**src/keypad_pkg.sv**
```systemverilog
package keypad_pkg;

    // one scanned key, either as a whole byte or as its two line fields
    typedef struct packed {
        logic [3:0] row; // active low, one bit per keypad row
        logic [3:0] col; // active low, the column driven when seen
    } key_coord_t;

    typedef union packed {
        logic [7:0] raw;
        key_coord_t coord;
    } key_code_t;

    // key codes in {row, col} form, as seen on the 4x4 matrix
    localparam logic [7:0] KEY_0         = 8'b0111_1101;
    localparam logic [7:0] KEY_1         = 8'b1110_1110;
    localparam logic [7:0] KEY_2         = 8'b1110_1101;
    localparam logic [7:0] KEY_3         = 8'b1110_1011;
    localparam logic [7:0] KEY_4         = 8'b1101_1110;
    localparam logic [7:0] KEY_5         = 8'b1101_1101;
    localparam logic [7:0] KEY_6         = 8'b1101_1011;
    localparam logic [7:0] KEY_7         = 8'b1011_1110;
    localparam logic [7:0] KEY_8         = 8'b1011_1101;
    localparam logic [7:0] KEY_9         = 8'b1011_1011;
    localparam logic [7:0] KEY_BACKSPACE = 8'b0111_1110; // '*' drops the last digit
    localparam logic [7:0] KEY_ENTER     = 8'b0111_1011; // '#' confirms the number
    localparam logic [7:0] KEY_PAUSE     = 8'b1110_0111; // 'A' pause / resume
    localparam logic [7:0] KEY_TOGGLE    = 8'b1101_0111; // 'B' keypad <-> switches
    localparam logic [7:0] KEY_C         = 8'b1011_0111;
    localparam logic [7:0] KEY_D         = 8'b0111_0111;

    localparam logic [7:0] KEY_NONE      = 8'hFF; // no row low, no key

    typedef enum logic [1:0] {
        ST_BLOCK  = 2'b00,
        ST_SWITCH = 2'b01,
        ST_KEYPAD = 2'b10,
        ST_HALT   = 2'b11
    } input_state_t;

endpackage

```
**src/keypad_scanner.sv**
```systemverilog
module keypad_scanner #(
    parameter int SCAN_DIV        = 2,
    parameter int DEBOUNCE_CYCLES = 4
) (
    input  logic                  clk,
    input  logic                  rst_n,
    input  logic [3:0]            row,
    output logic [3:0]            col,
    output keypad_pkg::key_code_t key_coord
);
    import keypad_pkg::*;

    localparam int DIV_W = $clog2(SCAN_DIV + 1);
    localparam int DEB_W = $clog2(DEBOUNCE_CYCLES + 1);

    logic [DIV_W-1:0] div_cnt;
    logic [3:0]       row_q;
    logic             sample;
    key_code_t        seen;
    key_code_t        cand;
    logic [DEB_W-1:0] hits;
    logic [DEB_W-1:0] hits_next;
    logic [1:0]       idle_cols;
    logic             armed;
    logic             fire;

    // row is registered once, so a column must be held for at least two cycles
    always_ff @(posedge clk) begin
        row_q <= row;
    end

    assign sample = (div_cnt == DIV_W'(SCAN_DIV - 1)); // last cycle of this column

    always_comb begin
        seen.coord.row = row_q;
        seen.coord.col = col;
    end

    assign hits_next = (seen.raw == cand.raw) ? hits + 1'b1 : DEB_W'(1);
    assign fire = sample && armed && (row_q != 4'hF) && (hits_next == DEB_W'(DEBOUNCE_CYCLES));

    always_ff @(posedge clk or negedge rst_n) begin
        if (!rst_n) begin
            div_cnt   <= '0;
            col       <= 4'b1110; // column 0 first
            cand      <= KEY_NONE;
            hits      <= '0;
            idle_cols <= '0;
            armed     <= 1'b1;
            key_coord <= KEY_NONE;
        end else begin
            key_coord <= fire ? seen : KEY_NONE; // one-cycle pulse per press
            if (sample) begin
                div_cnt <= '0;
                col     <= {col[2:0], col[3]};
                if (row_q != 4'hF) begin
                    idle_cols <= '0;
                    if (armed) begin
                        cand <= seen;
                        hits <= hits_next; // a new coordinate restarts at one
                        if (fire) begin
                            armed <= 1'b0;
                        end
                    end
                end else if (idle_cols == 2'd3) begin
                    // a whole scan without any row low, key released
                    idle_cols <= '0;
                    armed     <= 1'b1;
                    hits      <= '0;
                    cand      <= KEY_NONE;
                end else begin
                    idle_cols <= idle_cols + 1'b1;
                end
            end else begin
                div_cnt <= div_cnt + 1'b1;
            end
        end
    end

    a_one_col_low : assert property (@(posedge clk) disable iff (!rst_n)
        $countones(~col) == 1);

endmodule

```
**src/input_unit.sv**
```systemverilog
module input_unit #(
    parameter int DATA_WIDTH = 32,
    parameter int SWITCH_CNT = 16,
    parameter int MAX_DIGITS = 8
) (
    input  logic                  clk,
    input  logic                  rst_n,
    input  keypad_pkg::key_code_t key_coord,
    input  logic [SWITCH_CNT-1:0] switch_map,
    input  logic                  uart_complete,
    input  logic                  input_enable,
    output logic                  input_complete,
    output logic [DATA_WIDTH-1:0] input_data,
    output logic                  switch_enable,
    output logic                  cpu_pause,
    output logic                  overflow
);
    import keypad_pkg::*;

    localparam int CNT_W = $clog2(MAX_DIGITS + 1);

    input_state_t          state;
    logic [CNT_W-1:0]      digit_cnt;
    logic [DATA_WIDTH-1:0] keypad_data;
    logic                  digit_valid;
    logic [3:0]            digit_val;
    logic                  room;
    logic                  finish_key;

    // digit decode of the raw key byte
    always_comb begin
        digit_valid = 1'b1;
        digit_val   = 4'd0;
        case (key_coord.raw)
            KEY_0:        digit_val = 4'd0;
            KEY_1:        digit_val = 4'd1;
            KEY_2:        digit_val = 4'd2;
            KEY_3:        digit_val = 4'd3;
            KEY_4:        digit_val = 4'd4;
            KEY_5:        digit_val = 4'd5;
            KEY_6:        digit_val = 4'd6;
            KEY_7:        digit_val = 4'd7;
            KEY_8:        digit_val = 4'd8;
            KEY_9:        digit_val = 4'd9;
            KEY_C, KEY_D: digit_valid = 1'b0; // spare keys, no action yet
            default:      digit_valid = 1'b0;
        endcase
    end

    assign room       = (digit_cnt < CNT_W'(MAX_DIGITS));
    assign overflow   = !room;
    assign finish_key = (key_coord.raw == KEY_ENTER) || (key_coord.raw == KEY_PAUSE);

    assign input_data = switch_enable ? DATA_WIDTH'(switch_map) : keypad_data;

    always_ff @(posedge clk or negedge rst_n) begin
        if (!rst_n) begin
            state          <= ST_BLOCK;
            input_complete <= 1'b0;
            switch_enable  <= 1'b0;
            cpu_pause      <= 1'b0;
            digit_cnt      <= '0;
            keypad_data    <= '0;
        end else begin
            case (state)
                ST_BLOCK: begin
                    if (key_coord.raw == KEY_PAUSE) begin // pause wins over a new request
                        state     <= ST_HALT;
                        cpu_pause <= 1'b1;
                    end else if (input_enable) begin
                        state          <= ST_KEYPAD;
                        input_complete <= 1'b0;
                        keypad_data    <= '0;
                    end
                end
                ST_SWITCH, ST_KEYPAD: begin
                    if (state == ST_KEYPAD && !input_enable) begin
                        state <= ST_BLOCK; // request withdrawn
                    end else if (finish_key) begin
                        input_complete <= 1'b1;
                        digit_cnt      <= '0;
                        if (key_coord.raw == KEY_PAUSE) begin
                            state     <= ST_HALT;
                            cpu_pause <= 1'b1;
                        end else begin
                            state <= ST_BLOCK;
                        end
                    end else if (key_coord.raw == KEY_TOGGLE) begin
                        switch_enable <= (state == ST_KEYPAD);
                        state         <= (state == ST_KEYPAD) ? ST_SWITCH : ST_KEYPAD;
                    end else if (state == ST_KEYPAD) begin
                        if (key_coord.raw == KEY_BACKSPACE) begin
                            if (digit_cnt != '0) begin
                                keypad_data <= keypad_data / DATA_WIDTH'(10);
                                digit_cnt   <= digit_cnt - 1'b1;
                            end
                        end else if (digit_valid && room) begin
                            // wraps modulo 2^DATA_WIDTH
                            keypad_data <= keypad_data * DATA_WIDTH'(10) + DATA_WIDTH'(digit_val);
                            digit_cnt   <= digit_cnt + 1'b1;
                        end
                    end
                end
                ST_HALT: begin
                    if (uart_complete && key_coord.raw == KEY_PAUSE) begin
                        state     <= ST_BLOCK;
                        cpu_pause <= 1'b0;
                    end
                end
                default: state <= ST_BLOCK;
            endcase
        end
    end

    a_digit_limit : assert property (@(posedge clk) disable iff (!rst_n)
        digit_cnt <= CNT_W'(MAX_DIGITS));

    // the hazard unit sees the pause exactly while the FSM sits in halt
    a_pause_halt : assert property (@(posedge clk) disable iff (!rst_n)
        cpu_pause == (state == ST_HALT));

endmodule

```
**src/hex_display.sv**
```systemverilog
module hex_display #(
    parameter int REFRESH_DIV = 4
) (
    input  logic        clk,
    input  logic        rst_n,
    input  logic [15:0] value,
    output logic [6:0]  seg,
    output logic [3:0]  an
);
    localparam int REF_W = $clog2(REFRESH_DIV + 1);

    logic [REF_W-1:0] ref_cnt;
    logic [1:0]       digit_sel;
    logic [3:0]       nibble;

    always_ff @(posedge clk or negedge rst_n) begin
        if (!rst_n) begin
            ref_cnt   <= '0;
            digit_sel <= 2'd0;
        end else if (ref_cnt == REF_W'(REFRESH_DIV - 1)) begin
            ref_cnt   <= '0;
            digit_sel <= digit_sel + 2'd1; // wraps after digit 3
        end else begin
            ref_cnt <= ref_cnt + 1'b1;
        end
    end

    assign an     = ~(4'b0001 << digit_sel);
    assign nibble = value[digit_sel*4 +: 4];

    // segment order is {g, f, e, d, c, b, a}, low means lit
    always_comb begin
        case (nibble)
            4'h0:    seg = 7'b100_0000;
            4'h1:    seg = 7'b111_1001;
            4'h2:    seg = 7'b010_0100;
            4'h3:    seg = 7'b011_0000;
            4'h4:    seg = 7'b001_1001;
            4'h5:    seg = 7'b001_0010;
            4'h6:    seg = 7'b000_0010;
            4'h7:    seg = 7'b111_1000;
            4'h8:    seg = 7'b000_0000;
            4'h9:    seg = 7'b001_0000;
            4'hA:    seg = 7'b000_1000;
            4'hB:    seg = 7'b000_0011; // lower case b
            4'hC:    seg = 7'b100_0110;
            4'hD:    seg = 7'b010_0001; // lower case d
            4'hE:    seg = 7'b000_0110;
            default: seg = 7'b000_1110;
        endcase
    end

    a_one_digit_on : assert property (@(posedge clk) disable iff (!rst_n)
        $countones(~an) == 1);

endmodule

```
**src/input_top.sv**
```systemverilog
module input_top #(
    parameter int DATA_WIDTH      = 32,
    parameter int SWITCH_CNT      = 16,
    parameter int MAX_DIGITS      = 8,
    parameter int DEBOUNCE_CYCLES = 4,
    parameter int SCAN_DIV        = 2,
    parameter int REFRESH_DIV     = 4
) (
    input  logic                  clk,
    input  logic                  rst_n,
    input  logic [3:0]            row,
    input  logic [SWITCH_CNT-1:0] switch_map,
    input  logic                  uart_complete,
    input  logic                  input_enable,
    output logic [3:0]            col,
    output logic                  input_complete,
    output logic [DATA_WIDTH-1:0] input_data,
    output logic                  switch_enable,
    output logic                  cpu_pause,
    output logic                  overflow,
    output logic [6:0]            seg,
    output logic [3:0]            an
);
    import keypad_pkg::*;

    key_code_t key_coord; // one-cycle key pulse, KEY_NONE when idle

    keypad_scanner #(
        .SCAN_DIV        (SCAN_DIV),
        .DEBOUNCE_CYCLES (DEBOUNCE_CYCLES)
    ) u_scanner (
        .clk       (clk),
        .rst_n     (rst_n),
        .row       (row),
        .col       (col),
        .key_coord (key_coord)
    );

    input_unit #(
        .DATA_WIDTH (DATA_WIDTH),
        .SWITCH_CNT (SWITCH_CNT),
        .MAX_DIGITS (MAX_DIGITS)
    ) u_input (
        .clk            (clk),
        .rst_n          (rst_n),
        .key_coord      (key_coord),
        .switch_map     (switch_map),
        .uart_complete  (uart_complete),
        .input_enable   (input_enable),
        .input_complete (input_complete),
        .input_data     (input_data),
        .switch_enable  (switch_enable),
        .cpu_pause      (cpu_pause),
        .overflow       (overflow)
    );

    hex_display #(
        .REFRESH_DIV (REFRESH_DIV)
    ) u_display (
        .clk   (clk),
        .rst_n (rst_n),
        .value (input_data[15:0]), // only four digits fit on the board
        .seg   (seg),
        .an    (an)
    );

endmodule

```
**config.mk**
```make
export PLATFORM = sky130hd
export DESIGN_NAME = input_top
export DESIGN_NICKNAME = d
export VERILOG_FILES = /design/src/keypad_pkg.sv /design/src/keypad_scanner.sv /design/src/input_unit.sv /design/src/hex_display.sv /design/src/input_top.sv
export SDC_FILE = /design/constraint.sdc
export NUM_CORES = 1
export LEC_CHECK = 0
export ABC_AREA = 1
export BUFFER_PORTS_ARGS = -buffer_cell sky130_fd_sc_hd__clkbuf_2
export CAP_MARGIN = 30
export CORE_UTILIZATION = 40
export DETAILED_ROUTE_END_ITERATION = 7
export GPL_ROUTABILITY_DRIVEN = 0
export GPL_TIMING_DRIVEN = 0
export RECOVER_POWER = 50
export SLEW_MARGIN = 10
export SYNTH_ARGS = -nofsm -noshare
export SYNTH_HDL_FRONTEND = slang
export SYNTH_SLANG_ARGS = --single-unit
```
**constraint.sdc**
```tcl
create_clock -name clk -period 7.9 [get_ports clk]
set_input_delay 1.58 -clock clk [delete_from_list [all_inputs] [get_ports clk]]
set_output_delay 1.58 -clock clk [all_outputs]
set_load 0.02 [all_outputs]
```
# Word-level counts from Yosys, hierarchy flattened
# Memories as Yosys holds them, arrays and structs flattened.
# Index checks and enable logic that the tools add are counted.
[totals]
elab_cells = 150
rom_bits = 112
memories = 1
output_inout_bits = 51
register_bits = 78
[mem_list]
columns = ["name", "words", "word_bits", "rd", "rd_clocked_by_memory_dff", "write_ports", "line", "source"]
rows = [
  ["(name not given)", 16, 7, 1, 0, 0, "hex_display.sv:33", "case (nibble)"],
]
[classes]
bitwise = 3
shift = 2
n_lt_le_gt_ge = 1
eq_ne = 38
div = 1
reduce_logical = 25
addsub = 8
n_mul = 1
muxes = 54
[op_table]
columns = ["operator", "count"]
rows = [
  ["$mux W32", 10],
  ["$eq A8 B8 Y1 const B", 11],
  ["$pmux W32 S2", 1],
  ["$pmux W4 S9", 1],
  ["$add A32 B4 Y32", 1],
  ["$div A32 B4 Y32 const B", 1],
  ["$mul A32 B3 Y31 const B", 1],
  ["$mux W8", 4],
  ["$eq A8 B7 Y1 const B", 3],
  ["$mux W4", 6],
  ["$mux W2", 11],
  ["$shiftx A16 B5 Y4", 1],
  ["$mux W3", 5],
  ["$mux W1", 13],
  ["$ne A2 B1 Y1 const B", 5],
  ["$ne A2 B2 Y1 const B", 5],
  ["$reduce_or A10 Y1", 1],
  ["$reduce_and A3 Y1", 3],
  ["$reduce_and A9 Y1", 1],
  ["$eq A8 B8 Y1", 1],
  ["$add A2 B1 Y2 const B", 3],
  ["$add A3 B1 Y3 const B", 2],
  ["$eq A2 B2 Y1 const B", 3],
  ["$logic_and A1 B1 Y1", 6],
  ["other kinds (28)", 34],
]

# Longest topological paths before layout
[logic_depth]
ltp_word = 11
mapped_depth = 127
depth_no_buf = 127

# Cells and area by module
# Synthesis repeated with hierarchy kept, for this count alone.
[hier_totals]
hier_cells = 1367
hier_area_um2 = 9009.9
[by_module_without_submodules]
columns = ["module", "cells_per_inst", "instances", "seq_area_each_um2", "area_per_inst_um2"]
rows = [
  ["input_unit", 1105, 1, 1026.0, 6911.6],
  ["keypad_scanner", 148, 1, 805.8, 1371.3],
  ["hex_display", 114, 1, 125.1, 726.9],
]

# Worst setup path before layout
# Ideal clock, no wire load.
[synth_timing]
path_type = "flip-flop to flip-flop"
start = "reg u_input.keypad_data[31]"
end = "reg u_input.keypad_data[0]"
arrival_time_ns = 8.686
setup_slack_ns = -0.903
stages_incl_launch_ff = 108
n_path_buf = 0
cell_sequence = "dfrtp_1 > a21oi_1 > o21bai_2 > nand2_2 > nand2_2 > nand2_2 > nand3_2 > nand2_4 > nand2_4 > nand2_2 > nand3_2 > nand2_2 > nand2_2 > nand2_2 > nand3_2 > nand2_2 > nand3_2 > nand2_2 > [72 not listed] > nand2_2 > nand2_2 > nand2_4 > nand2_4 > a21oi_4 > nand2_1 > nand2_2 > nand2_2 > nand3_1 > nand3_1 > nand2_1 > nand3_1 > nand2_1 > nand2_1 > nand2_1 > nand3_1 > nand2_1 > nand2_1"
[synth_between]
elab_chain_cells = 8
[synth_rtl]
columns = ["element", "line", "source"]
rows = [
  ["start, declared", "input_unit.sv:24", "logic [DATA_WIDTH-1:0] keypad_data;"],
  ["start signal, assigned", "input_unit.sv:94", "keypad_data <= keypad_data / DATA_WIDTH'(10);"],
  ["start signal, assigned", "input_unit.sv:99", "keypad_data <= keypad_data * DATA_WIDTH'(10) + DATA_WIDTH'(digit_val);"],
  ["$div A32 B4 Y32", "input_unit.sv:94", ""],
  ["$mux W32", "input_unit.sv:93", "if (digit_cnt != '0) begin"],
  ["$mux W32", "input_unit.sv:92", "if (key_coord.raw == KEY_BACKSPACE) begin"],
  ["$mux W32", "input_unit.sv:91", "end else if (state == ST_KEYPAD) begin"],
  ["$mux W32", "input_unit.sv:88", "end else if (key_coord.raw == KEY_TOGGLE) begin"],
  ["$mux W32", "input_unit.sv:79", "end else if (finish_key) begin"],
  ["$mux W32", "input_unit.sv:77", "if (state == ST_KEYPAD && !input_enable) begin"],
  ["$pmux W32 S2", "input_unit.sv:65", "case (state)"],
]
# No other way between the ends. The select of a mux whose other input is x is not followed.
# A chain may end at the register's enable or synchronous reset.

# Worst setup path after layout
[layout_timing]
start = "reg u_input.keypad_data[29]"
end = "reg u_input.keypad_data[7]"
# The elaborated chain is that of the path after synthesis.

==> flow_summary.yaml <==
synthesis:
  yosys_warnings: 0
  yosys.area.top_type: "dfrtp_1"
  syn_avg_cell_area_um2: 6.641
  yosysSeqAreaShare_pct: 22.48
  synth_cell_types: 53
  synth_area_um2: 8706
  synth_edf_count: 0
  synth_area_leaders: "dfrtp_1 (16%), nand2_1 (14%), ha_1 (11%)"
  synth-seq-cells: 78
  netlist.area_leader.share_pct: 15.52
  synthArstFlopShare_pct: 94.87
  synth_flop_cell: "dfrtp_1"
  synth_cells: 1311
  syn-num-nets: 1415
setup_path:
  crit_fanout: 5
  path_class: "flip-flop to flip-flop"
  critPathLaunchType: "flip-flop"
  cp.arrival_ns: 10.54
  max_stage_delay_ns: 0.46
  crit_top_cell: "nand2_4"
  crit_buf_inv: 36
  crit_family: "simple AND/OR/NAND/NOR gates"
  slowest_stage: "dfrtp_2"
  crit_required_ns: 8.11
  cp-end-kind: "flip-flop"
clock_tree:
  cts-root-buf: "clkbuf_16"
  cts_tree: "done"
  clock_latency_ns: 0.35
  ctsHtreeMaxLevel: 3
  cts_made_buffers: 9
  cts.path.max_buffers: 2
  clkTransAtPathRegs_ns: 0.07
  cts_num_sinks: 78
  cts_hold_buffers: 0
floorplanning:
  die_y_um: 149.5
  ios: 75
  die_w_um: 149.5
  start_util_pct: 41.15
  die_area_um2: 22360
  core_um2: 21150
  row_count: 53
grt:
  grt_usage_pct: 22.16
  grt_max_degree: 54
  antenna_found_initial: 0
  grt_pass1_vias: 8379
  grt_pass1_wl_um: 40020
  overflow: 0
layout:
  drive_above_1_share_pct: 33.75
  instances_no_fill: 1789
  diodes: 0
  final_common_cell: "nand2_1"
  n_fill_cell: 2047
  finalNetCount: 1613
  fin_util_pct: 54.69
  fin_area_um2: 11570
  final_cell_mix: "nand2_1 (235), inv_1 (177), buf_4 (104), nand2_2 (93), nand3_1 (85)"
  synthToLayoutAreaGrowth_pct: 32.90
timing:
  max_freq_ghz: 0.09679
  worst_slew_pin_slew_ns: 2.920
  skew_ns: 0.01195
  period_share_pct: 130.8
  min_period_ns: 10.33
  timing.final.ws_setup_ns: -2.432
  setup_violations: 9
  finalHoldViolCount: 0
  grt_setup_unrepaired: "yes"
  slew_viol_final: 54
  slew_headroom_pct: -94.67
placement:
  dpl_worst_slack_ns: -2.259
  port_buffers: 74
  placed_area_um2: 9530
  dp_hpwl_um: 17100
  post-place-cells: 1661
detailed_routing:
  ant_nets: 0
  drt_iter0_drc: 390
  drt-pass1-iter-count: 5
  wl_per_cell_um: 14.09
  wl_um: 25210
  post-route-drc-count: 0
  num_vias: 9226
  viasPerCell: 5.157
hold_path:
  min_path_type: "flip-flop to flip-flop"
status:
  outcome: "finished, violations left"
  violations: "max-capacitance violations, max-slew violations, negative setup slack"
run:
  maxCapViolations: 1
[sequential cells by signal (all words and copies together), names as in the netlist]
name,flops
u_input.state,2
u_scanner.div_cnt,2
u_scanner.key_coord,8
u_scanner.row_q,4
u_scanner.idle_cols,2
u_input.keypad_data,32
u_display.digit_sel,2
u_display.ref_cnt,3
u_scanner.hits,3
u_input.cpu_pause,1
u_input.input_complete,1
u_scanner.armed,1
u_scanner.col,4
u_input.digit_cnt,4
u_input.switch_enable,1
u_scanner.cand,8
[cell families (layout without fill, tap and decap cells)]
| logic type | Yosys count | in the layout | synth area share [%] |
|---|---|---|---|
| and+or+nand+nor | 665 | 665 | 36.12 |
| adders and majority gates | 80 | 80 | 11.76 |
| xor gates and xnor gates | 51 | 51 | 5.131 |
| muxes | 1 | 1 | 0.1293 |
| AOI/OAI and AO/OA | 208 | 208 | 14.56 |
| DFF | 78 | 78 | 22.48 |
| buffers and inverters | 228 | 431 | 9.830 |
[path summary, 6_finish.rpt]
check	start	end	slack [ns]	cells after the start
max reg2reg	u_input.keypad_data[29]	u_input.keypad_data[7]	-2.43	106
min in group asynchronous	rst_n	u_display.digit_sel[0]	1.52	1
max	u_input.keypad_data[29]	u_input.keypad_data[7]	-2.43	106
min	u_scanner.div_cnt[0]	u_scanner.div_cnt[1]	0.43	1
min reg2reg	u_scanner.div_cnt[0]	u_scanner.div_cnt[1]	0.43	1
max in group asynchronous	rst_n	u_input.keypad_data[31]	2.80	2
[final cells by class]
cell class                 count  area [um^2]  share of cell area (%)
multi-input combinational   1005         6855                   59.25
sequential                    78         1961                   16.95
timing repair buffer         187         1242                   10.74
inverter                     213        809.5                   6.997
tap                          275        344.1                   2.974
clock buffer                  10        250.2                   2.163
buffer                        15        56.30                  0.4866
clock inverter                 6        51.30                  0.4434
[Yosys cell counts, types with 3 or more instances]
master and n:
nor3_1 5, nand2_4 14, o21ai_0 65, dfstp_2 20, ha_1 77, o21ai_2 5, o22ai_1 10, clkbuf_1 14
a32oi_1 4, nand3b_1 4, nand2_1 319, o211ai_1 8, o221ai_1 14, xnor2_1 15, a21oi_1 59, inv_2 26
nand3_1 121, dfrtp_1 54, nand4_1 20, xor2_1 36, dfxtp_1 4, o21ai_1 8, and2_1 3, a31oi_1 4
nand3_2 15, nor4_1 6, o21bai_1 9, nand2_2 67, or2_2 9, inv_1 185, nor2_1 78, fa_1 3
a22oi_1 4
[worst reg2reg max path, delay by kind of cell (launching register included)]
family | cells | cell delay [ns]
AND/OR/NAND/NOR | 65 | 5.17
flip-flops | 1 | 0.46
buffers and inverters | 36 | 3.82
AO/OA/AOI/OAI | 5 | 0.74
[layer usage]
metal,global-route usage [%],vias up,part of all wire [%]
met5,0,-,0
met4,6.939,0,2.2
met3,2.805,36,3.4
met2,35.76,170,47
met1,30.52,4306,48
li1,-,4714,-
[stage by stage]
step | setup TNS [ns] | hold WS [ns]
5_1_grt | -21.80 | 0.4439
4_1_cts | -13.65 | 0.4274
6_report | -14.99 | 0.4259
2_1_floorplan | -2.374 | 0.3999
3_5_place_dp | -10.26 | 0.4175
3_3_place_gp | -9.337 | 0.4067
[repair_timing]
action                     CTS  global route
pin swaps                   65            88
setup endpoints to repair    8            12
setup buffers              105            33
resized for setup           82           150
Power is left out: the tool's default activity adds up to more than one toggle a clock period on the data nets, which glitch-free logic cannot reach.
